==> src/corePkg.sv <==
package corePkg;

    // ==============================
    // Widths and opcodes
    // ==============================
    localparam int XLEN = 32;

    localparam logic [6:0] OpReg    = 7'b0110011; // ADD SUB AND OR XOR
    localparam logic [6:0] OpImm    = 7'b0010011; // ADDI
    localparam logic [6:0] OpLui    = 7'b0110111;
    localparam logic [6:0] OpLoad   = 7'b0000011; // LW
    localparam logic [6:0] OpStore  = 7'b0100011; // SW SB
    localparam logic [6:0] OpBranch = 7'b1100011; // BEQ BNE
    localparam logic [6:0] OpJal    = 7'b1101111;
    localparam logic [6:0] OpSystem = 7'b1110011; // ECALL

    // ==============================
    // Enumerations
    // ==============================
    typedef enum logic [2:0] {
        Add,
        Sub,
        And,
        Or,
        Xor,
        PassB // Immediate straight through, for LUI
    } aluOp_t;

    typedef enum logic [2:0] {
        Idle,
        Fetch,
        Execute,
        Memory,
        Retire,
        Halted
    } ctrlState_t;

    // ==============================
    // Bundles
    // ==============================
    typedef struct packed {
        logic [XLEN-1:0] addr;  // Word aligned byte address
        logic [XLEN-1:0] instr;
    } loadReq_t;

    typedef struct packed {
        logic [XLEN-1:0] addr;
        logic [XLEN-1:0] wrData;
        logic [3:0]      byteEn;
        logic            wrEn;
        logic            rdEn;
    } memReq_t;

    typedef struct packed {
        logic [XLEN-1:0] pc;
        logic [XLEN-1:0] instr;
        logic [4:0]      rdAddr;
        logic [XLEN-1:0] rdData;
        logic            rdWrEn;
        logic            memWrEn;
        logic [XLEN-1:0] memAddr;
        logic [XLEN-1:0] memData;
        logic [3:0]      byteEn;
    } retire_t;

endpackage

==> src/pcCounter.sv <==
module pcCounter (
    input  logic                      Clk,
    input  logic                      arstN,
    input  logic                      pcInc,
    input  logic                      pcLoad,
    input  logic [corePkg::XLEN-1:0]  target,
    input  logic                      pcClear,
    output logic [corePkg::XLEN-1:0]  pc
);

    always_ff @(posedge Clk or negedge arstN) begin
        if (!arstN) begin
            pc <= '0;
        end else if (pcClear) begin
            pc <= '0;                // New program run
        end else if (pcLoad) begin
            pc <= target;            // Taken branch or JAL
        end else if (pcInc) begin
            pc <= pc + 32'd4;
        end
    end

    // Controller steps the pc exactly once per retire transfer
    assert property (@(posedge Clk) disable iff (!arstN)
        !(pcLoad && pcInc));

endmodule

==> config.mk <==
export PLATFORM = sky130hd
export DESIGN_NAME = pcCounter
export DESIGN_NICKNAME = d
export VERILOG_FILES = /design/src/corePkg.sv /design/src/pcCounter.sv
export SDC_FILE = /design/constraint.sdc
export NUM_CORES = 1
export LEC_CHECK = 0
export ABC_AREA = 1
export BUFFER_PORTS_ARGS = -buffer_cell sky130_fd_sc_hd__buf_2
export CORE_UTILIZATION = 45
export DETAILED_ROUTE_END_ITERATION = 7
export GPL_ROUTABILITY_DRIVEN = 0
export PLACE_DENSITY = 0.81
export SYNTH_ARGS = -nofsm -noshare
export SYNTH_HDL_FRONTEND = slang
export SYNTH_SLANG_ARGS = --single-unit
==> constraint.sdc <==
create_clock -name Clk -period 1.7 [get_ports Clk]
set_input_delay 0.17 -clock Clk [delete_from_list [all_inputs] [get_ports Clk]]
set_output_delay 0.17 -clock Clk [all_outputs]
set_load 0.02 [all_outputs]
==> impl_results.md <==
- Status: finished clean
- Shortest period the worst path allows: 1.58 ns
- Clock power share: 31.3%
- Final #Nets: 500
- CP max stage cell: dfrtp_1
- Syn nets: 426
- RR Endpoint: pc[22]
- Filler cells: 513
- Rel. slew slack: 48.9%
- Clock slew at the register clock pins of the worst setup and hold paths: 0.07 ns
- Largest Register: pc
- Top_reg_cell synth: dfrtp_1
- Average cell area after synthesis: 6.34 µm²
- DP Worst Slack: 0.0721 ns
- Peak VDD IR: 0.000490 V
- Worst setup margin: 0.119 ns
- Yosys top cell by area: dfrtp_1
- Placed Area: 2880 µm²
- Internal: 1340 µW
- Power per cell area: 684 nW/µm²
- Flop-to-flop setup slack: 0.12 ns
- Synth-to-Final Area Change: 22.7%
- Crit path cell chain: ha_4, nand3_2, nor2_4, nand2_2, nor2_4, nand2_1, nand2_1, nand3_1, nand2_1, nand2_1
- Via count: 2703
- CTS H-tree depth: 2
- I/O pin total: 69
- Layout Cells excl Fill: 533
- Clk sinks: 32
- Seq/Total Area, Yosys: 32.6%
- Post-synth EDFFs: 0
- Top cell type's share of synthesized area: 32.6%
- Maximum clock frequency: 632 MHz
- CTS Buf Count: 5
- Pre-antenna DRT Iters: 5
- Setup TNS Final: 0 ns
- Max-slew violations: 0
- Starting density of the core: 47.5%
- Regs by FF count: pc x32
- DP HPWL: 4970 µm
- Gr usage total: 24.9%
- Core area: 5170 µm²
- R2R depth: 10
- Synthesized instance count: 388
- CTS tree: built
- Worst hold start: target[0]
- # rows: 26
- P_sw: 728 µW
- Syn. warnings: 0
- Setup CP Type: flip-flop to flip-flop
- Crit path DAT: 1.77 ns
- Library cells used by synthesis: 32
- Critical Path Start Type: flip-flop
- Max-Cap Viols: 0
- CP startpoint: pc[3]
- Largest net degree at the start of global routing: 36
- Placed insts: 522
- N_diodes: 0
- Antenna violations before repair: 0
- Width of the die: 75.9 µm
- DRT Wirelength: 6880 µm
- Flop pwr share: 44.7%
- Static leakage: 0.00150 µW
- Post-route cell area: 3020 µm²
- Final ANT Viol Nets: 0
- Synth top cells by count: 123 x nand2_1, 83 x nor2_1, 33 x inv_1
- Delay-heaviest family, CP: simple AND/OR/NAND/NOR gates
- Hold Path Sink: pc[0]
- Die Span Y: 75.9 µm
- Worst setup EP type: flip-flop
- Clk buf depth: 2
- Sw Share: 35.3%
- Hold Path Class: input pin to flip-flop
- Hold depth: 3
- Final Power: 2060 µW
- Fraction of layout cells with a size suffix above 1: 23.1%
- Most frequent cell after synthesis: nand2_1
- Largest stage delay on the critical path: 0.42 ns
- Setup-failing EPs final: 0
- # DRC: 0
- Clk_skew: 0.00873 ns
- Syn Std Cell Area: 2460 µm²
- Tcrit/Tclk final: 93.0%
- WP buf/inv: 0
- Max reg flops: 32
- Die ar.: 5760 µm²
- Async SR Flop Fraction: 100%
- Worst slew pin tran: 0.766 ns
- Drt wl/cell: 12.9 µm
- Vias in the first global route: 2515
- Worst-skew pair later-pin latency: 0.30 ns
- Crit-path max FO: 4
- First-pass GRT wire length: 11600 µm
- Critical R2R Launch: pc[3]
- Port buffer count: 68
- Critical Path RT: 1.89 ns
- Routed vias/inst: 5.07
- CP most frequent cell: nand2_1
- Yosys reg bits: 32
- Initial DRC Count: 131
- Grt total ovfl: 0
- Hold Vio Cnt, Final: 0
- Root Driver: clkbuf_8
- Comb power frac: 24.0%
- Top post-synthesis cells by area: dfrtp_1 33%, nand2_1 19%, nor2_1 13%, nand3_1 5.5%, inv_1 5.0%
## layout make-up
type / count / area [µm²] / share of cell area, %
inverters: 38 / 143 / 4.73
well taps: 70 / 87.6 / 2.90
clock buffers: 6 / 82.6 / 2.74
flip-flops and latches: 32 / 802 / 26.6
repair buffers: 78 / 430 / 14.3
clock inverters: 2 / 10.0 / 0.332
multi-input cells: 307 / 1460 / 48.4
## layer usage
layer / vias to the layer above / wire (µm) / global-route usage, %
met5: - / 0 / 0
met4: 0 / 98 / 8.46
met3: 9 / 468 / 6.02
met2: 81 / 3310 / 40.3
met1: 1248 / 3000 / 32.5
li1: 1365 / - / -
## power groups by stage
stage	logic [µW]	registers [µW]	clock network, µW
floorplan	233	992	0
global placement	480	930	0
detailed placement	490	932	0
CTS	494	918	650
global route	551	933	681
finish	495	923	645
## cells by family after synthesis
kind of cell    count (synthesis)  share of synthesized area (%)
simple gates                  258                           45.7
fa+ha+maj                       1                          0.509
buf+inv                        49                           8.91
flops                          32                           32.6
xor+xnor                       11                           3.92
mux                             1                          0.407
compound gates                 36                           7.99
## stage by stage
stage	hold slack (ns)	utilization, %
2_1_floorplan	-0.126	-
3_3_place_gp	0.283	55.6
3_5_place_dp	0.284	55.6
4_1_cts	0.104	57.6
5_1_grt	0.117	58.3
6_report	0.105	58.3
## worst reg2reg max path, cell delays in order (launching register included)
cell	delay (ns)
dfrtp_1	0.42
ha_4	0.18
nand3_2	0.15
nor2_4	0.21
nand2_2	0.11
nor2_4	0.13
nand2_1	0.06
nand2_1	0.06
nand3_1	0.06
nand2_1	0.06
nand2_1	0.04
## what timing repair did
item,4_1_cts,5_1_grt
setup endpoints to repair,0,8
buffers inserted,0,2
hold buffers,1,0
resized for setup,0,7
hold endpoints to repair,32,0
## layout by cell type (no fill, tap or decap), types with 3 or more instances in the layout
cell	count
xnor2_1	3
nand4_1	4
a21oi_1	6
clkbuf_8	6
dfrtp_1	31
buf_2	68
xor2_1	8
inv_2	3
nor2_2	3
inv_1	33
nor2_4	7
buf_4	8
o21ai_1	12
nand3b_1	6
nand2_1	123
nor2_1	81
o21ai_0	12
nand3_1	27
## worst max path at each step
stage,to,cells past startpoint
finish,pc[22],10
global route,pc[22],10
global placement,pc[18],9
floorplan,pc[18],9
CTS,pc[22],10
detailed placement,pc[18],9
No activity file was read; power rests on OpenSTA's default activity.
