### src/corePkg.sv
package corePkg;

    // ==============================
    // Widths and opcodes
    // ==============================
    localparam int XLEN = 32;

    localparam logic [6:0] OpReg    = 7'b0110011; // ADD SUB AND OR XOR
    localparam logic [6:0] OpImm    = 7'b0010011; // ADDI
    localparam logic [6:0] OpLui    = 7'b0110111;
    localparam logic [6:0] OpLoad   = 7'b0000011; // LW
    localparam logic [6:0] OpStore  = 7'b0100011; // SW SB
    localparam logic [6:0] OpBranch = 7'b1100011; // BEQ BNE
    localparam logic [6:0] OpJal    = 7'b1101111;
    localparam logic [6:0] OpSystem = 7'b1110011; // ECALL

    // ==============================
    // Enumerations
    // ==============================
    typedef enum logic [2:0] {
        Add,
        Sub,
        And,
        Or,
        Xor,
        PassB // Immediate straight through, for LUI
    } aluOp_t;

    typedef enum logic [2:0] {
        Idle,
        Fetch,
        Execute,
        Memory,
        Retire,
        Halted
    } ctrlState_t;

    // ==============================
    // Bundles
    // ==============================
    typedef struct packed {
        logic [XLEN-1:0] addr;  // Word aligned byte address
        logic [XLEN-1:0] instr;
    } loadReq_t;

    typedef struct packed {
        logic [XLEN-1:0] addr;
        logic [XLEN-1:0] wrData;
        logic [3:0]      byteEn;
        logic            wrEn;
        logic            rdEn;
    } memReq_t;

    typedef struct packed {
        logic [XLEN-1:0] pc;
        logic [XLEN-1:0] instr;
        logic [4:0]      rdAddr;
        logic [XLEN-1:0] rdData;
        logic            rdWrEn;
        logic            memWrEn;
        logic [XLEN-1:0] memAddr;
        logic [XLEN-1:0] memData;
        logic [3:0]      byteEn;
    } retire_t;

endpackage

### src/aluExec.sv
module aluExec (
    input  logic [corePkg::XLEN-1:0]  instr,
    input  logic [corePkg::XLEN-1:0]  pc,
    input  logic [corePkg::XLEN-1:0]  rs1Data,
    input  logic [corePkg::XLEN-1:0]  rs2Data,
    input  corePkg::aluOp_t           aluOp,
    output logic [corePkg::XLEN-1:0]  aluResult,
    output logic                      branchTaken,
    output logic [corePkg::XLEN-1:0]  target
);

    logic [6:0]                opcode;
    logic [corePkg::XLEN-1:0]  immI;
    logic [corePkg::XLEN-1:0]  immS;
    logic [corePkg::XLEN-1:0]  immB;
    logic [corePkg::XLEN-1:0]  immU;
    logic [corePkg::XLEN-1:0]  immJ;
    logic [corePkg::XLEN-1:0]  imm;
    logic [corePkg::XLEN-1:0]  operandB;

    assign opcode = instr[6:0];

    // ==============================
    // Immediates
    // ==============================
    assign immI = {{20{instr[31]}}, instr[31:20]};
    assign immS = {{20{instr[31]}}, instr[31:25], instr[11:7]};
    assign immB = {{19{instr[31]}}, instr[31], instr[7], instr[30:25], instr[11:8], 1'b0};
    assign immU = {instr[31:12], 12'b0};
    assign immJ = {{11{instr[31]}}, instr[31], instr[19:12], instr[20], instr[30:21], 1'b0};

    always_comb begin
        case (opcode)
            corePkg::OpStore: imm = immS;
            corePkg::OpLui:   imm = immU;
            default:          imm = immI; // ADDI and LW
        endcase
    end

    assign operandB = (opcode == corePkg::OpReg) ? rs2Data : imm;

    // ==============================
    // Operation
    // ==============================
    always_comb begin
        case (aluOp)
            corePkg::Sub:   aluResult = rs1Data - operandB;
            corePkg::And:   aluResult = rs1Data & operandB;
            corePkg::Or:    aluResult = rs1Data | operandB;
            corePkg::Xor:   aluResult = rs1Data ^ operandB;
            corePkg::PassB: aluResult = operandB;
            default:        aluResult = rs1Data + operandB; // Also load/store address
        endcase
        if (opcode == corePkg::OpJal) begin
            aluResult = pc + 32'd4; // Link value
        end
    end

    // funct3[0] picks BNE over BEQ
    assign branchTaken = (opcode == corePkg::OpBranch) &&
                         (instr[12] ? (rs1Data != rs2Data) : (rs1Data == rs2Data));

    assign target = pc + ((opcode == corePkg::OpJal) ? immJ : immB);

endmodule

### config.mk
export PLATFORM = sky130hd
export DESIGN_NAME = aluExec
export DESIGN_NICKNAME = d
export VERILOG_FILES = /design/src/corePkg.sv /design/src/aluExec.sv
export SDC_FILE = /design/constraint.sdc
export NUM_CORES = 1
export LEC_CHECK = 0
export ABC_AREA = 0
export BUFFER_PORTS_ARGS = -buffer_cell sky130_fd_sc_hd__buf_4
export CELL_PAD_IN_SITES_DETAIL_PLACEMENT = 2
export CELL_PAD_IN_SITES_GLOBAL_PLACEMENT = 2
export CORE_ASPECT_RATIO = 1.75
export CORE_MARGIN = 2
export CORE_UTILIZATION = 31
export DETAILED_ROUTE_END_ITERATION = 8
export GPL_TIMING_DRIVEN = 0
export PLACE_DENSITY = 0.84
export SLEW_MARGIN = 0
export SYNTH_ARGS = -nofsm -noshare
export SYNTH_HDL_FRONTEND = slang
export SYNTH_SLANG_ARGS = --single-unit
### constraint.sdc
create_clock -name vclk -period 5.9
set_clock_uncertainty 0.1 [all_clocks]
set_input_delay 0.59 -clock vclk [all_inputs]
set_output_delay 0.59 -clock vclk [all_outputs]
set_load 0.02 [all_outputs]
==> results.sh <==
export IMPL_layout_cells_non_filler=1770
export IMPL_fp_row_count=79
export IMPL_timing_setup_critical_path_class="input pin to output pin"
export IMPL_detailedPlacementHpwl_um=41700
export IMPL_setup_viol=0
export IMPL_wire_per_inst_um=28.7
export IMPL_crit_path_cell_trace="buf_4, nand4b_4, or3_4, a2111oi_4, nand4_1, buf_6, nor3b_4, buf_6, a31oi_4, xnor2_1, ha_1, and2_4, a211o_1, nor4bb_4, nor4_4, o21ai_4, and3_4, nor3_4, a2bb2oi_2, buf_6"
export IMPL_synth_cells=1227
export IMPL_num_vias=10867
export IMPL_remaining_drc_errors=0
export IMPL_fill_cells=3209
export IMPL_power_per_cell_area_nw_per_um2=136
export IMPL_buffer_ports_inserted=192
export IMPL_slew_headroom=0.283
export IMPL_postSynthAreaPerCell_um2=6.72
export IMPL_grt_usage=0.345
export IMPL_cap_viol_max_count=0
export IMPL_cp_required_ps=5210
export IMPL_critical_path_max_fanout=5
export IMPL_start_util=0.313
export IMPL_final_hold_viol_count=0
export IMPL_end_kind="output pin"
export IMPL_floorplan_die_area_um2=28000
export IMPL_seq_area_frac_synth=0
export IMPL_seqCellArea_um2=0
export IMPL_combinational_share_of_power=1.000
export IMPL_sequential_cell_total=0
export IMPL_p_int_uw=581
export IMPL_area_growth_syn_to_layout_pct=30.6
export IMPL_largest_net_degree_at_the_start_of_global_routing=18
export IMPL_p_leak_uw=0.00497
export IMPL_floorplan_io_pins=196
export IMPL_warnings_synthesis=0
export IMPL_finalMaxSlewViolations=0
export IMPL_clock_fmax_mhz=171
export IMPL_cpMaxStageDelayCell="sky130_fd_sc_hd__a2111oi_4"
export IMPL_globalRouteOverflowTotal=0
export IMPL_post_place_cells=1743
export IMPL_share_clk_of_total_power=0
export IMPL_netlist_area_um2=8250
export IMPL_clock_buffer_count=0
export IMPL_min_period_ps=5850
export IMPL_grt_antenna_before_repair=3
export IMPL_worstMarginPinSlew_ps=1080
export IMPL_worst_path_largest_cell_delay_ps=510
export IMPL_drive_gt1_frac=0.237
export IMPL_net_count_after_synthesis=1487
export IMPL_run_status="complete, no violations"
export IMPL_place_worst_setup_slack_ps=-1130
export IMPL_final_replace_weighted_congestion=1.00
export IMPL_routed_via_density=6.14
export IMPL_totalWireLength_um=50900
export IMPL_grt_first_pass_wirelength_um=72100
export IMPL_kind_of_start_point_of_the_critical_path="input pin"
export IMPL_timing_critical_path_arrival_ps=5160
export IMPL_die_w_um=127
export IMPL_finalNetCount=1705
export IMPL_cpMostUsedCell="sky130_fd_sc_hd__buf_6"
export IMPL_irDropWorstVdd_v=0.0000835
export IMPL_min_delay_path_class="input pin to output pin"
export IMPL_sequential_group_share_of_total_power=0
export IMPL_core_um2=26400
export IMPL_fin_total_pwr_uw=1470
export IMPL_dr_first_iter_drc_count=532
export IMPL_crit_buf_inv=4
export IMPL_drt_first_pass_iters=5
export IMPL_first_global_vias=11739
export IMPL_timing_final_crit_share=0.991
export IMPL_power_share_switching=0.604
export IMPL_power_net_switching_uw=887
export IMPL_worst_path_dominant_cell_family="simple AND/OR/NAND/NOR gates"
export IMPL_die_y_um=220
export IMPL_post_route_worst_setup_slack_ps=52.5
export IMPL_setup_repair_after_global_routing_missed_its_margin="true"
export IMPL_post_synthesis_cell_type_count=74
export IMPL_route_antenna_remaining_nets=0
[tightest hold or removal path, cell delays in order]
cell and delay, ps:
sky130_fd_sc_hd__buf_4 90, sky130_fd_sc_hd__buf_4 90, sky130_fd_sc_hd__buf_4 120
[worst paths after layout]
| path | from | slack, ps | depth (start not counted) | to |
|---|---|---|---|---|
| setup / recovery | instr[3] | 50 | 20 | aluResult[27] |
| hold / removal | pc[0] | 1380 | 3 | target[0] |
[power groups by stage]
| stage | clock [uW] | combinational (uW) | sequential, uW |
|---|---|---|---|
| detailed placement | 0 | 1340 | 0 |
| floorplan | 0 | 777 | 0 |
| CTS | 0 | 1380 | 0 |
| global route | 0.0000681 | 1550 | 0 |
| global placement | 0 | 1300 | 0 |
| finish | 0.0000683 | 1470 | 0 |
[timing repair]
item	4_1_cts	5_1_grt
setup endpoints to repair	46	31
setup buffers	8	19
gates resized for setup	70	72
pin swaps	12	28
gates cloned	1	0
hold endpoints to repair	0	0
hold buffers	0	0
[per-stage QoR]
step,setup TNS (ps),instance area [um^2],utilization,hold slack (ps)
CTS,0,10400,0.392,1380
detailed placement,-25620,10100,0.383,1380
global route,-688,10800,0.408,1390
global placement,-19540,10100,0.383,1380
finish,0,10800,0.408,1380
floorplan,0,8250,-,1190
[cell type report]
type                       instances  area, um^2  share of cell area
buffer                            54         256              0.0238
tap                              324         405              0.0376
multi-input combinational       1084        8130               0.754
inverter                          86         323              0.0300
antenna                            3        7.51            0.000697
timing repair buffer             219        1660               0.154
[per-layer routing]
metal  global-route usage  part of all wire
met5                    0                 0
met4                0.305              0.11
met3               0.0303             0.044
met2                0.624              0.50
met1                0.350              0.35
[cell usage after synthesis (all sizes together), types with 11 or more instances]
| cell | instances | share of area |
|---|---|---|
| nor4 | 22 | 0.017 |
| nor2 | 94 | 0.043 |
| a31oi | 18 | 0.014 |
| nor2b | 19 | 0.014 |
| nand3 | 25 | 0.015 |
| xnor2 | 76 | 0.081 |
| nand4 | 16 | 0.012 |
| and3 | 11 | 0.0083 |
| buf | 14 | 0.0079 |
| nand2 | 119 | 0.054 |
| inv | 86 | 0.039 |
| xor2 | 63 | 0.067 |
| a21oi | 111 | 0.067 |
| o21a | 15 | 0.014 |
| nor3 | 20 | 0.013 |
| clkbuf | 44 | 0.020 |
| nand2b | 18 | 0.014 |
| o21ai | 89 | 0.054 |
| o211ai | 12 | 0.011 |
| a21o | 34 | 0.031 |
| ha | 127 | 0.19 |
| o22ai | 16 | 0.012 |
| a211oi | 19 | 0.017 |
| mux2i | 32 | 0.039 |
[kinds of logic (layout without fill, tap and decap cells)]
group | after synthesis | in the layout | share of synthesized area
fa+ha+maj | 129 | 129 | 0.197
compound gates | 385 | 385 | 0.302
xor+xnor | 139 | 139 | 0.148
buf+inv | 144 | 359 | 0.0670
other cells | 0 | 3 | 0
simple gates | 388 | 389 | 0.233
mux | 42 | 42 | 0.0529
[cells in the final DEF (no fill, tap or decap), types with 13 or more instances in the layout]
master / n
sky130_fd_sc_hd__a211oi_1: 16
sky130_fd_sc_hd__a21o_1: 34
sky130_fd_sc_hd__a21oi_1: 99
sky130_fd_sc_hd__a31oi_1: 16
sky130_fd_sc_hd__buf_4: 221
sky130_fd_sc_hd__clkbuf_1: 27
sky130_fd_sc_hd__ha_1: 119
sky130_fd_sc_hd__inv_1: 86
sky130_fd_sc_hd__mux2i_1: 31
sky130_fd_sc_hd__nand2_1: 118
sky130_fd_sc_hd__nand2b_1: 17
sky130_fd_sc_hd__nand3_1: 23
sky130_fd_sc_hd__nand4_1: 16
sky130_fd_sc_hd__nor2_1: 91
sky130_fd_sc_hd__nor2b_1: 16
sky130_fd_sc_hd__nor3_1: 17
sky130_fd_sc_hd__nor4_1: 17
sky130_fd_sc_hd__o21a_1: 15
sky130_fd_sc_hd__o21ai_0: 71
sky130_fd_sc_hd__o21ai_1: 13
sky130_fd_sc_hd__o22ai_1: 16
sky130_fd_sc_hd__xnor2_1: 75
sky130_fd_sc_hd__xor2_1: 63
Power figures use the tool's default switching activity.
