===== src/corePkg.sv =====
package corePkg;

    // ==============================
    // Widths and opcodes
    // ==============================
    localparam int XLEN = 32;

    localparam logic [6:0] OpReg    = 7'b0110011; // ADD SUB AND OR XOR
    localparam logic [6:0] OpImm    = 7'b0010011; // ADDI
    localparam logic [6:0] OpLui    = 7'b0110111;
    localparam logic [6:0] OpLoad   = 7'b0000011; // LW
    localparam logic [6:0] OpStore  = 7'b0100011; // SW SB
    localparam logic [6:0] OpBranch = 7'b1100011; // BEQ BNE
    localparam logic [6:0] OpJal    = 7'b1101111;
    localparam logic [6:0] OpSystem = 7'b1110011; // ECALL

    // ==============================
    // Enumerations
    // ==============================
    typedef enum logic [2:0] {
        Add,
        Sub,
        And,
        Or,
        Xor,
        PassB // Immediate straight through, for LUI
    } aluOp_t;

    typedef enum logic [2:0] {
        Idle,
        Fetch,
        Execute,
        Memory,
        Retire,
        Halted
    } ctrlState_t;

    // ==============================
    // Bundles
    // ==============================
    typedef struct packed {
        logic [XLEN-1:0] addr;  // Word aligned byte address
        logic [XLEN-1:0] instr;
    } loadReq_t;

    typedef struct packed {
        logic [XLEN-1:0] addr;
        logic [XLEN-1:0] wrData;
        logic [3:0]      byteEn;
        logic            wrEn;
        logic            rdEn;
    } memReq_t;

    typedef struct packed {
        logic [XLEN-1:0] pc;
        logic [XLEN-1:0] instr;
        logic [4:0]      rdAddr;
        logic [XLEN-1:0] rdData;
        logic            rdWrEn;
        logic            memWrEn;
        logic [XLEN-1:0] memAddr;
        logic [XLEN-1:0] memData;
        logic [3:0]      byteEn;
    } retire_t;

endpackage


===== src/coreCtrl.sv =====
module coreCtrl #(
    parameter int DMemOffset = 1024
) (
    input  logic                      Clk,
    input  logic                      arstN,
    input  logic                      start,
    input  logic                      loadValid,
    output logic                      loadReady,
    output logic                      loadWrEn,
    input  logic [corePkg::XLEN-1:0]  instr,
    input  logic [corePkg::XLEN-1:0]  pc,
    output logic                      pcInc,
    output logic                      pcLoad,
    output logic                      pcClear,
    output logic [corePkg::XLEN-1:0]  instrLatched,
    output corePkg::aluOp_t           aluOp,
    input  logic [corePkg::XLEN-1:0]  aluResult,
    input  logic                      branchTaken,
    input  logic [corePkg::XLEN-1:0]  rs2Data,
    output corePkg::memReq_t          memReq,
    input  logic [corePkg::XLEN-1:0]  memRdData,
    output logic                      rfWrEn,
    output logic [corePkg::XLEN-1:0]  rfWrData,
    output corePkg::retire_t          retire,
    output logic                      retireValid,
    input  logic                      retireReady,
    output logic                      halted
);

    corePkg::ctrlState_t       state;
    corePkg::ctrlState_t       nextState;
    logic [6:0]                opcode;
    logic [2:0]                funct3;
    logic                      isLoad;
    logic                      isStore;
    logic                      isJal;
    logic                      isSystem;
    logic                      writesRd;
    logic                      retireFire;
    logic [corePkg::XLEN-1:0]  storeData;
    logic [3:0]                storeByteEn;

    // ==============================
    // Decode
    // ==============================
    assign opcode   = instrLatched[6:0];
    assign funct3   = instrLatched[14:12];
    assign isLoad   = (opcode == corePkg::OpLoad);
    assign isStore  = (opcode == corePkg::OpStore);
    assign isJal    = (opcode == corePkg::OpJal);
    assign isSystem = (opcode == corePkg::OpSystem);
    assign writesRd = (opcode inside {corePkg::OpReg, corePkg::OpImm, corePkg::OpLui,
                                      corePkg::OpLoad, corePkg::OpJal}) &&
                      (instrLatched[11:7] != 5'd0);

    always_comb begin
        aluOp = corePkg::Add;
        if (opcode == corePkg::OpLui) begin
            aluOp = corePkg::PassB;
        end else if (opcode == corePkg::OpReg) begin
            case (funct3)
                3'b000:  aluOp = instrLatched[30] ? corePkg::Sub : corePkg::Add;
                3'b100:  aluOp = corePkg::Xor;
                3'b110:  aluOp = corePkg::Or;
                3'b111:  aluOp = corePkg::And;
                default: aluOp = corePkg::Add;
            endcase
        end
    end

    // ==============================
    // State machine
    // ==============================
    always_comb begin
        nextState = state;
        case (state)
            corePkg::Idle:    if (start) nextState = corePkg::Fetch;
            corePkg::Fetch:   nextState = corePkg::Execute;
            corePkg::Execute: nextState = (isLoad || isStore) ? corePkg::Memory : corePkg::Retire;
            corePkg::Memory:  nextState = corePkg::Retire;
            corePkg::Retire: begin
                if (retireFire) begin
                    nextState = isSystem ? corePkg::Halted : corePkg::Fetch;
                end
            end
            corePkg::Halted:  if (loadValid) nextState = corePkg::Idle; // Next program
            default:          nextState = corePkg::Idle;
        endcase
    end

    always_ff @(posedge Clk or negedge arstN) begin
        if (!arstN) begin
            state <= corePkg::Idle;
        end else begin
            state <= nextState;
        end
    end

    always_ff @(posedge Clk) begin
        if (state == corePkg::Fetch) begin
            instrLatched <= instr;
        end
    end

    assign loadReady   = (state == corePkg::Idle);
    assign loadWrEn    = loadValid && loadReady;
    assign halted      = (state == corePkg::Halted);
    assign retireValid = (state == corePkg::Retire);
    assign retireFire  = retireValid && retireReady;

    // ==============================
    // Data memory request
    // ==============================
    always_comb begin
        if (funct3[1:0] == 2'b00) begin       // SB, byte copied to all lanes
            storeData   = {4{rs2Data[7:0]}};
            storeByteEn = 4'b0001 << aluResult[1:0];
        end else begin
            storeData   = rs2Data;
            storeByteEn = 4'b1111;
        end
    end

    always_comb begin
        memReq.addr   = aluResult;
        memReq.wrData = storeData;
        memReq.byteEn = isStore ? storeByteEn : 4'b1111;
        memReq.wrEn   = (state == corePkg::Memory) && isStore;
        memReq.rdEn   = (state == corePkg::Memory) && isLoad;
    end

    // ==============================
    // Retire record and writeback
    // ==============================
    always_ff @(posedge Clk) begin
        if (state == corePkg::Execute) begin
            retire.pc      <= pc;
            retire.instr   <= instrLatched;
            retire.rdAddr  <= writesRd ? instrLatched[11:7] : 5'd0;
            retire.rdData  <= writesRd ? aluResult : '0;
            retire.rdWrEn  <= writesRd;
            retire.memWrEn <= isStore;
            retire.memAddr <= (isLoad || isStore) ? aluResult : '0;
            retire.memData <= isStore ? storeData : '0;
            retire.byteEn  <= isStore ? storeByteEn : 4'b0000;
        end else if ((state == corePkg::Memory) && isLoad) begin
            retire.rdData  <= writesRd ? memRdData : '0; // Load data replaces address
        end
    end

    assign rfWrEn   = retireFire && retire.rdWrEn;
    assign rfWrData = retire.rdData;
    assign pcLoad   = retireFire && (isJal || branchTaken);
    assign pcInc    = retireFire && !pcLoad;
    assign pcClear  = (state == corePkg::Idle) && start;

    // Stalled record must not change under back-pressure
    assert property (@(posedge Clk) disable iff (!arstN)
        retireValid && !retireReady |=> retireValid && $stable(retire));

    // Only a halt hands the load port back, apart from reset
    assert property (@(posedge Clk) disable iff (!arstN)
        !loadReady && (state != corePkg::Halted) |=> !loadReady);

    // Address formed in Execute must land in the data window
    assert property (@(posedge Clk) disable iff (!arstN)
        (state == corePkg::Execute) && (isLoad || isStore) |-> aluResult >= DMemOffset);

endmodule


===== config.mk =====
export PLATFORM = sky130hd
export DESIGN_NAME = coreCtrl
export DESIGN_NICKNAME = d
export VERILOG_FILES = /design/src/corePkg.sv /design/src/coreCtrl.sv
export SDC_FILE = /design/constraint.sdc
export NUM_CORES = 1
export LEC_CHECK = 0
export ABC_CLOCK_PERIOD_IN_PS = 3200
export BUFFER_PORTS_ARGS = -buffer_cell sky130_fd_sc_hd__buf_2
export CELL_PAD_IN_SITES_DETAIL_PLACEMENT = 1
export CELL_PAD_IN_SITES_GLOBAL_PLACEMENT = 2
export CORE_MARGIN = 4
export CORE_UTILIZATION = 25
export DETAILED_ROUTE_END_ITERATION = 6
export PLACE_DENSITY_LB_ADDON = 0.3
export RECOVER_POWER = 50
export SETUP_SLACK_MARGIN = 0.15
export SLEW_MARGIN = 30
export SYNTH_ARGS = -nofsm -noshare
export SYNTH_HDL_FRONTEND = slang
export SYNTH_SLANG_ARGS = --single-unit
export TNS_END_PERCENT = 1

===== constraint.sdc =====
create_clock -name Clk -period 3.2 [get_ports Clk]
set_input_delay 0.48 -clock Clk [delete_from_list [all_inputs] [get_ports Clk]]
set_output_delay 0.48 -clock Clk [all_outputs]
set_load 0.1 [all_outputs]

==> reports/results.ini, run 1 <==
[sta]
setup_violations = 0
fmax_mhz = 343
slew_headroom_pct = 15.3
min_period_ps = 2920
fin_crit_sh_pct = 91.2
tightestPinTransition_ps = 1280
slew_violations = 0
hold_viol = 0
worst_hold_slack_ps = 120
fin_worst_skew_ps = 10.4
rsz0062_at_grt = no
fin_ws_ps = 281

[clocking]
post_cts_buffers = 0
clock_latency_ps = 530
cts_tree = yes
clock-sinks = 206
clock_path_buffers = 3
clk_pin_slew_ps = 60
numCtsBuffers = 25
htreeDepth = 1
cts_root_buffer = clkbuf_16

[place]
place_congestion = 0.754
hpwl_mm = 22.7
io_buffer_count = 481
dp_slack_ps = 788
place_inst = 1380

[drt]
drtPass1Iterations = 4
wl_per_cell_um = 21.2
vias = 6090
finalWirelength_mm = 30.2
drt_first_iter_violations = 212
route.detailed.drc = 0
via_per_inst = 4.27
antenna_left = 0

[logic_synthesis]
ys.flop_type = edfxtp_1
synth_top_cell_by_area = edfxtp_1
synth_nets = 708
yosysWarnings = 0
ys_top_cells_by_area = edfxtp_1 70%, buf_4 6.8%, mux2i_1 3.9%
async_flop_share_pct = 1.46
synth-seq-cells = 206
synth_edf_count = 203
synth_top_area_share_pct = 70.2
seq_area_frac_synth_pct = 71.1
synthCells = 542
ys_types = 42
postSynthAreaPerCell_um2 = 16.0
netlist_area_mm2 = 0.00868

[setup_path]
regToRegEndpoint = rfWrData[23]$_DFFE_PP_
r2r_cells = 4
path_cells = or2_2 -> or3_1 -> buf_2
required_ps = 2720
timing.critical_path.buf_inv = 1
critPathArrivalTime_ps = 2440
crit_slowest_cell = edfxtp_1
crit_fanout = 26
crit_type = flop to output port
crit_path_end_kind = output port
rrSetupSlack_ps = 580
r2r-start = state[0]$_DFFE_PN0P_
critPathTopFamily = simple AND/OR/NAND/NOR gates
critical-path-max-stage-delay_ps = 590
cp-start-kind = flop

[floorplan]
die_y_um = 194
boundaryPins = 482
core_area_mm2 = 0.0339
start_util_pct = 25.6
row_count = 67
die_area_mm2 = 0.0378
die_w_um = 194

[status]
status = finished, final reports clean

[grt]
grt.overflow.total = 0
grt_pass1_vias = 6664
grt_util_all_layers_pct = 15.1
grt_pass1_wl_mm = 44.4
antenna_found_initial = 3
grt_max_degree = 81

[worst_hold_path]
hold_path_depth = 1
hold_path_end = instrLatched[1]$_DFFE_PP_
min_from = instr[1]
hold_path.class = input pin to flop

[finish]
fin_cells = 1427
drive_gt1_share_pct = 39.8
layout_commonest_cell = buf_2
fin_util_pct = 34.4
final_cell_mix = 303 x buf_2, 203 x edfxtp_1, 183 x clkbuf_1
layout.nets = 1126
syn_to_final_growth_pct = 34.2

[flow_run]
maxCapViolCount = 0

## sequential cells by signal, indices dropped and copies added, names as in the netlist
signal,flops
retire,139
state,3
instrLatched,32
rfWrData,32
## cells in the mapped netlist (6+ instances only)
cell	n
a21o_1	25
and2_1	34
and3_1	33
buf_4	79
buf_6	7
clkbuf_1	12
edfxtp_1	203
mux2i_1	34
nor2_1	6
nor3b_1	17
nor4_1	12
nor4_2	20
## stage by stage
| step | area [um^2] | TNS, ps |
|---|---|---|
| 3_5_place_dp | 11100 | 0 |
| 6_report | 11700 | 0 |
| 3_3_place_gp | 11100 | 0 |
| 4_1_cts | 11900 | 0 |
| 5_1_grt | 11700 | 0 |
| 2_1_floorplan | 8710 | -965 |
## logic make-up (layout without fill, tap and decap cells)
group	Yosys count	count (layout)	share of synthesized area, %
compound gates	38	38	3.24
mux	34	34	3.92
flops	206	206	71.1
buf+inv	106	542	8.72
simple gates	158	158	13.1
other cells	0	1	0
## layout make-up
class                      instances  area [um^2]
inverter                           2         7.51
antenna                            1         2.50
clock buffer                      32          652
tap                              448          561
sequential                       206         6170
clock inverter                    13          158
fill                            3789        22200
timing repair buffer             495         2310
multi-input combinational        230         1790
## worst max-delay path by stage
| stage | from | cells past startpoint | endpoint | slack (ps) |
|---|---|---|---|---|
| 2_1_floorplan | instrLatched[5]$_DFFE_PP_ | 3 | aluOp[2] | -210 |
| 3_3_place_gp | instrLatched[3]$_DFFE_PP_ | 4 | memReq[0] | 810 |
| 3_5_place_dp | instrLatched[3]$_DFFE_PP_ | 4 | memReq[0] | 790 |
| 4_1_cts | instrLatched[3]$_DFFE_PP_ | 4 | memReq[0] | 190 |
| 5_1_grt | instrLatched[13]$_DFFE_PP_ | 3 | memReq[2] | 150 |
| 6_report | instrLatched[13]$_DFFE_PP_ | 3 | memReq[2] | 280 |
## timing repair
item	4_1_cts	5_1_grt
hold buffers	1	0
setup endpoints to repair	0	1
resized for setup	0	2
hold endpoints to repair	3	0
## routing by layer
layer / routed length, um / vias to the layer above / global-route usage (%)
met3: 2170 / 41 / 4.24
met2: 15400 / 265 / 27.0
met4: 583 / 2 / 3.62
met1: 12000 / 2959 / 18.1
met5: 13 / - / 0
li1: - / 2823 / -
Power of run 1 is not shown: default switching activity piles up to over one toggle a cycle in this logic, so the estimate is an artifact.
==> inputs of run 2 (changes only) <==
--- a/config.mk
+++ b/config.mk
@@ -12,7 +12,7 @@
 export CORE_MARGIN = 4
 export CORE_UTILIZATION = 25
 export DETAILED_ROUTE_END_ITERATION = 6
-export PLACE_DENSITY_LB_ADDON = 0.3
+export PLACE_DENSITY = 0.84
 export RECOVER_POWER = 50
 export SETUP_SLACK_MARGIN = 0.15
 export SLEW_MARGIN = 30
==> reports/results.ini, run 2 (synthesized netlist as in run 1, its figures left out) <==
[clocking]
htreeDepth = 1  ; unchanged
clock-sinks = 206  ; unchanged
clk_pin_slew_ps = 70  ; about the same
cts_root_buffer = clkbuf_16
clock_path_buffers = 3  ; unchanged
cts_tree = yes
numCtsBuffers = 24  ; -4.0%
clock_latency_ps = 520  ; about the same

[finish]
drive_gt1_share_pct = 42.9  ; +3.1 points
largest_register = retire
fin_cells = 1422  ; -0.35%
insertedDiodeCount = 0  ; -1
syn_to_final_growth_pct = 35.4
layout_commonest_cell = buf_2
largest_reg_flops = 139  ; unchanged
layout.nets = 1122  ; -0.36%
final_cell_mix = 333 x buf_2, 203 x edfxtp_1, 152 x clkbuf_1

[floorplan]
start_util_pct = 25.6  ; unchanged
die_area_mm2 = 0.0378  ; unchanged
boundaryPins = 482  ; unchanged
die_y_um = 194  ; unchanged
row_count = 67  ; unchanged
core_area_mm2 = 0.0339  ; unchanged
die_w_um = 194  ; unchanged

[status]
violations = max-capacitance violations, max-slew violations
status = finished with violations

[sta]
tightestPinTransition_ps = 1860  ; +586 ps
hold_viol = 0  ; unchanged
setup_violations = 0  ; unchanged
fin_crit_sh_pct = 91.8  ; +0.59 points
min_period_ps = 2940  ; +18.9 ps
fin_worst_skew_ps = 15.0  ; +4.60 ps
worst_hold_slack_ps = 139  ; +18.6 ps
fmax_mhz = 340  ; -0.64%
slew_violations = 67  ; +67
slew_headroom_pct = -24.1  ; -39 points
rsz0062_at_grt = yes

[setup_path]
crit_start = instrLatched[13]$_DFFE_PP_
crit_type = flop to output port
critPathArrivalTime_ps = 2460  ; +20 ps
crit_path_end_kind = output port
r2r-start = state[0]$_DFFE_PN0P_
crit_path_end = memReq[2]
required_ps = 2720  ; about the same
regToRegEndpoint = rfWrData[13]$_DFFE_PP_
rrSetupSlack_ps = 460  ; -120 ps
cp-start-kind = flop
crit_fanout = 26  ; unchanged
r2r_cells = 4  ; unchanged

[worst_hold_path]
hold_path.class = input pin to flop
min_from = pc[4]

[grt]
antenna_found_initial = 0  ; -3
grt_pass1_wl_mm = 43.3  ; -2.6%
grt_max_degree = 84  ; +3.7%
grt_pass1_vias = 6404  ; -3.9%
grt_util_all_layers_pct = 14.7  ; -0.40 points
grt.overflow.total = 0  ; unchanged

[drt]
wl_per_cell_um = 20.8  ; -1.5%
vias = 6194  ; +1.7%
drtPass1Iterations = 6  ; +2
finalWirelength_mm = 29.6  ; -1.9%
via_per_inst = 4.36  ; +2.1%
drt_first_iter_violations = 237  ; +12%
route.detailed.drc = 0  ; unchanged
antenna_left = 0  ; unchanged

[flow_run]
maxCapViolCount = 2  ; +2

[place]
io_buffer_count = 481  ; unchanged
hpwl_mm = 22.6  ; -0.37%
place_inst = 1377  ; -0.22%
place_congestion = 0.805  ; +6.8%

-- run 2: changes by cell type in the layout (fill, tap and decap cells not counted), moves of 2 or more --
cell and delta:
clkbuf_1 -31, clkinv_2 +2, and2_1 +2, buf_2 +30, bufinv_16 +4, and2_0 -2
buf_4 -4, clkinv_1 -2
-- run 2: worst min-delay path by stage --
stage,to,slack [ps],cells past startpoint
after detailed placement,state[2]$_DFFE_PN0P_,280,1
after floorplan,state[0]$_DFFE_PN0P_,180,0
after global placement,state[1]$_DFFE_PN0P_,280,1
after CTS,retire[160]$_DFFE_PP_,100,1
after global routing,retire[150]$_DFFE_PP_,110,1
final,retire[143]$_DFFE_PP_,140,1
-- run 2: metal layers --
metal	global-route usage (%)	vias to the layer above	share of wire, %
met5	0	-	0
met3	3.90	46	7.0
li1	-	2812	-
met4	4.43	0	3.1
met2	25.9	263	51
met1	17.7	3073	39
-- run 2: metrics by stage --
| stage | area, um^2 | setup TNS, ps | worst slack, ps | utilization, % |
|---|---|---|---|---|
| 2_1_floorplan | 8710 | -965 | -213 | - |
| 3_3_place_gp | 11100 | 0 | 764 | 32.7 |
| 3_5_place_dp | 11100 | 0 | 729 | 32.7 |
| 4_1_cts | 12000 | 0 | 213 | 35.4 |
| 5_1_grt | 11800 | 0 | 123 | 34.7 |
| 6_report | 11800 | 0 | 262 | 34.7 |
-- run 2: final cells by class --
cell class                      count  area, um^2
Inverter                            2        10.0
Clock buffer                       29         641
Fill cell                        3740       22100
Timing Repair Buffer              492        2330
Clock inverter                     15         250
Tap cell                          448         561
Multi-Input combinational cell    230        1790
Sequential cell                   206        6170
-- run 2: repair_timing --
action / CTS / global route
setup buffers: 0 / 0
hold endpoints to repair: 3 / 0
gates resized for setup: 1 / 2
setup endpoints to repair: 1 / 4
hold buffers: 1 / 0
-- run 2: critical path, cell delays in order, from the launching register on --
cell	delay, ps
edfxtp_1	590
or2_2	610
or3_1	430
buf_2	300
Power of run 2 is left out for the same reason.
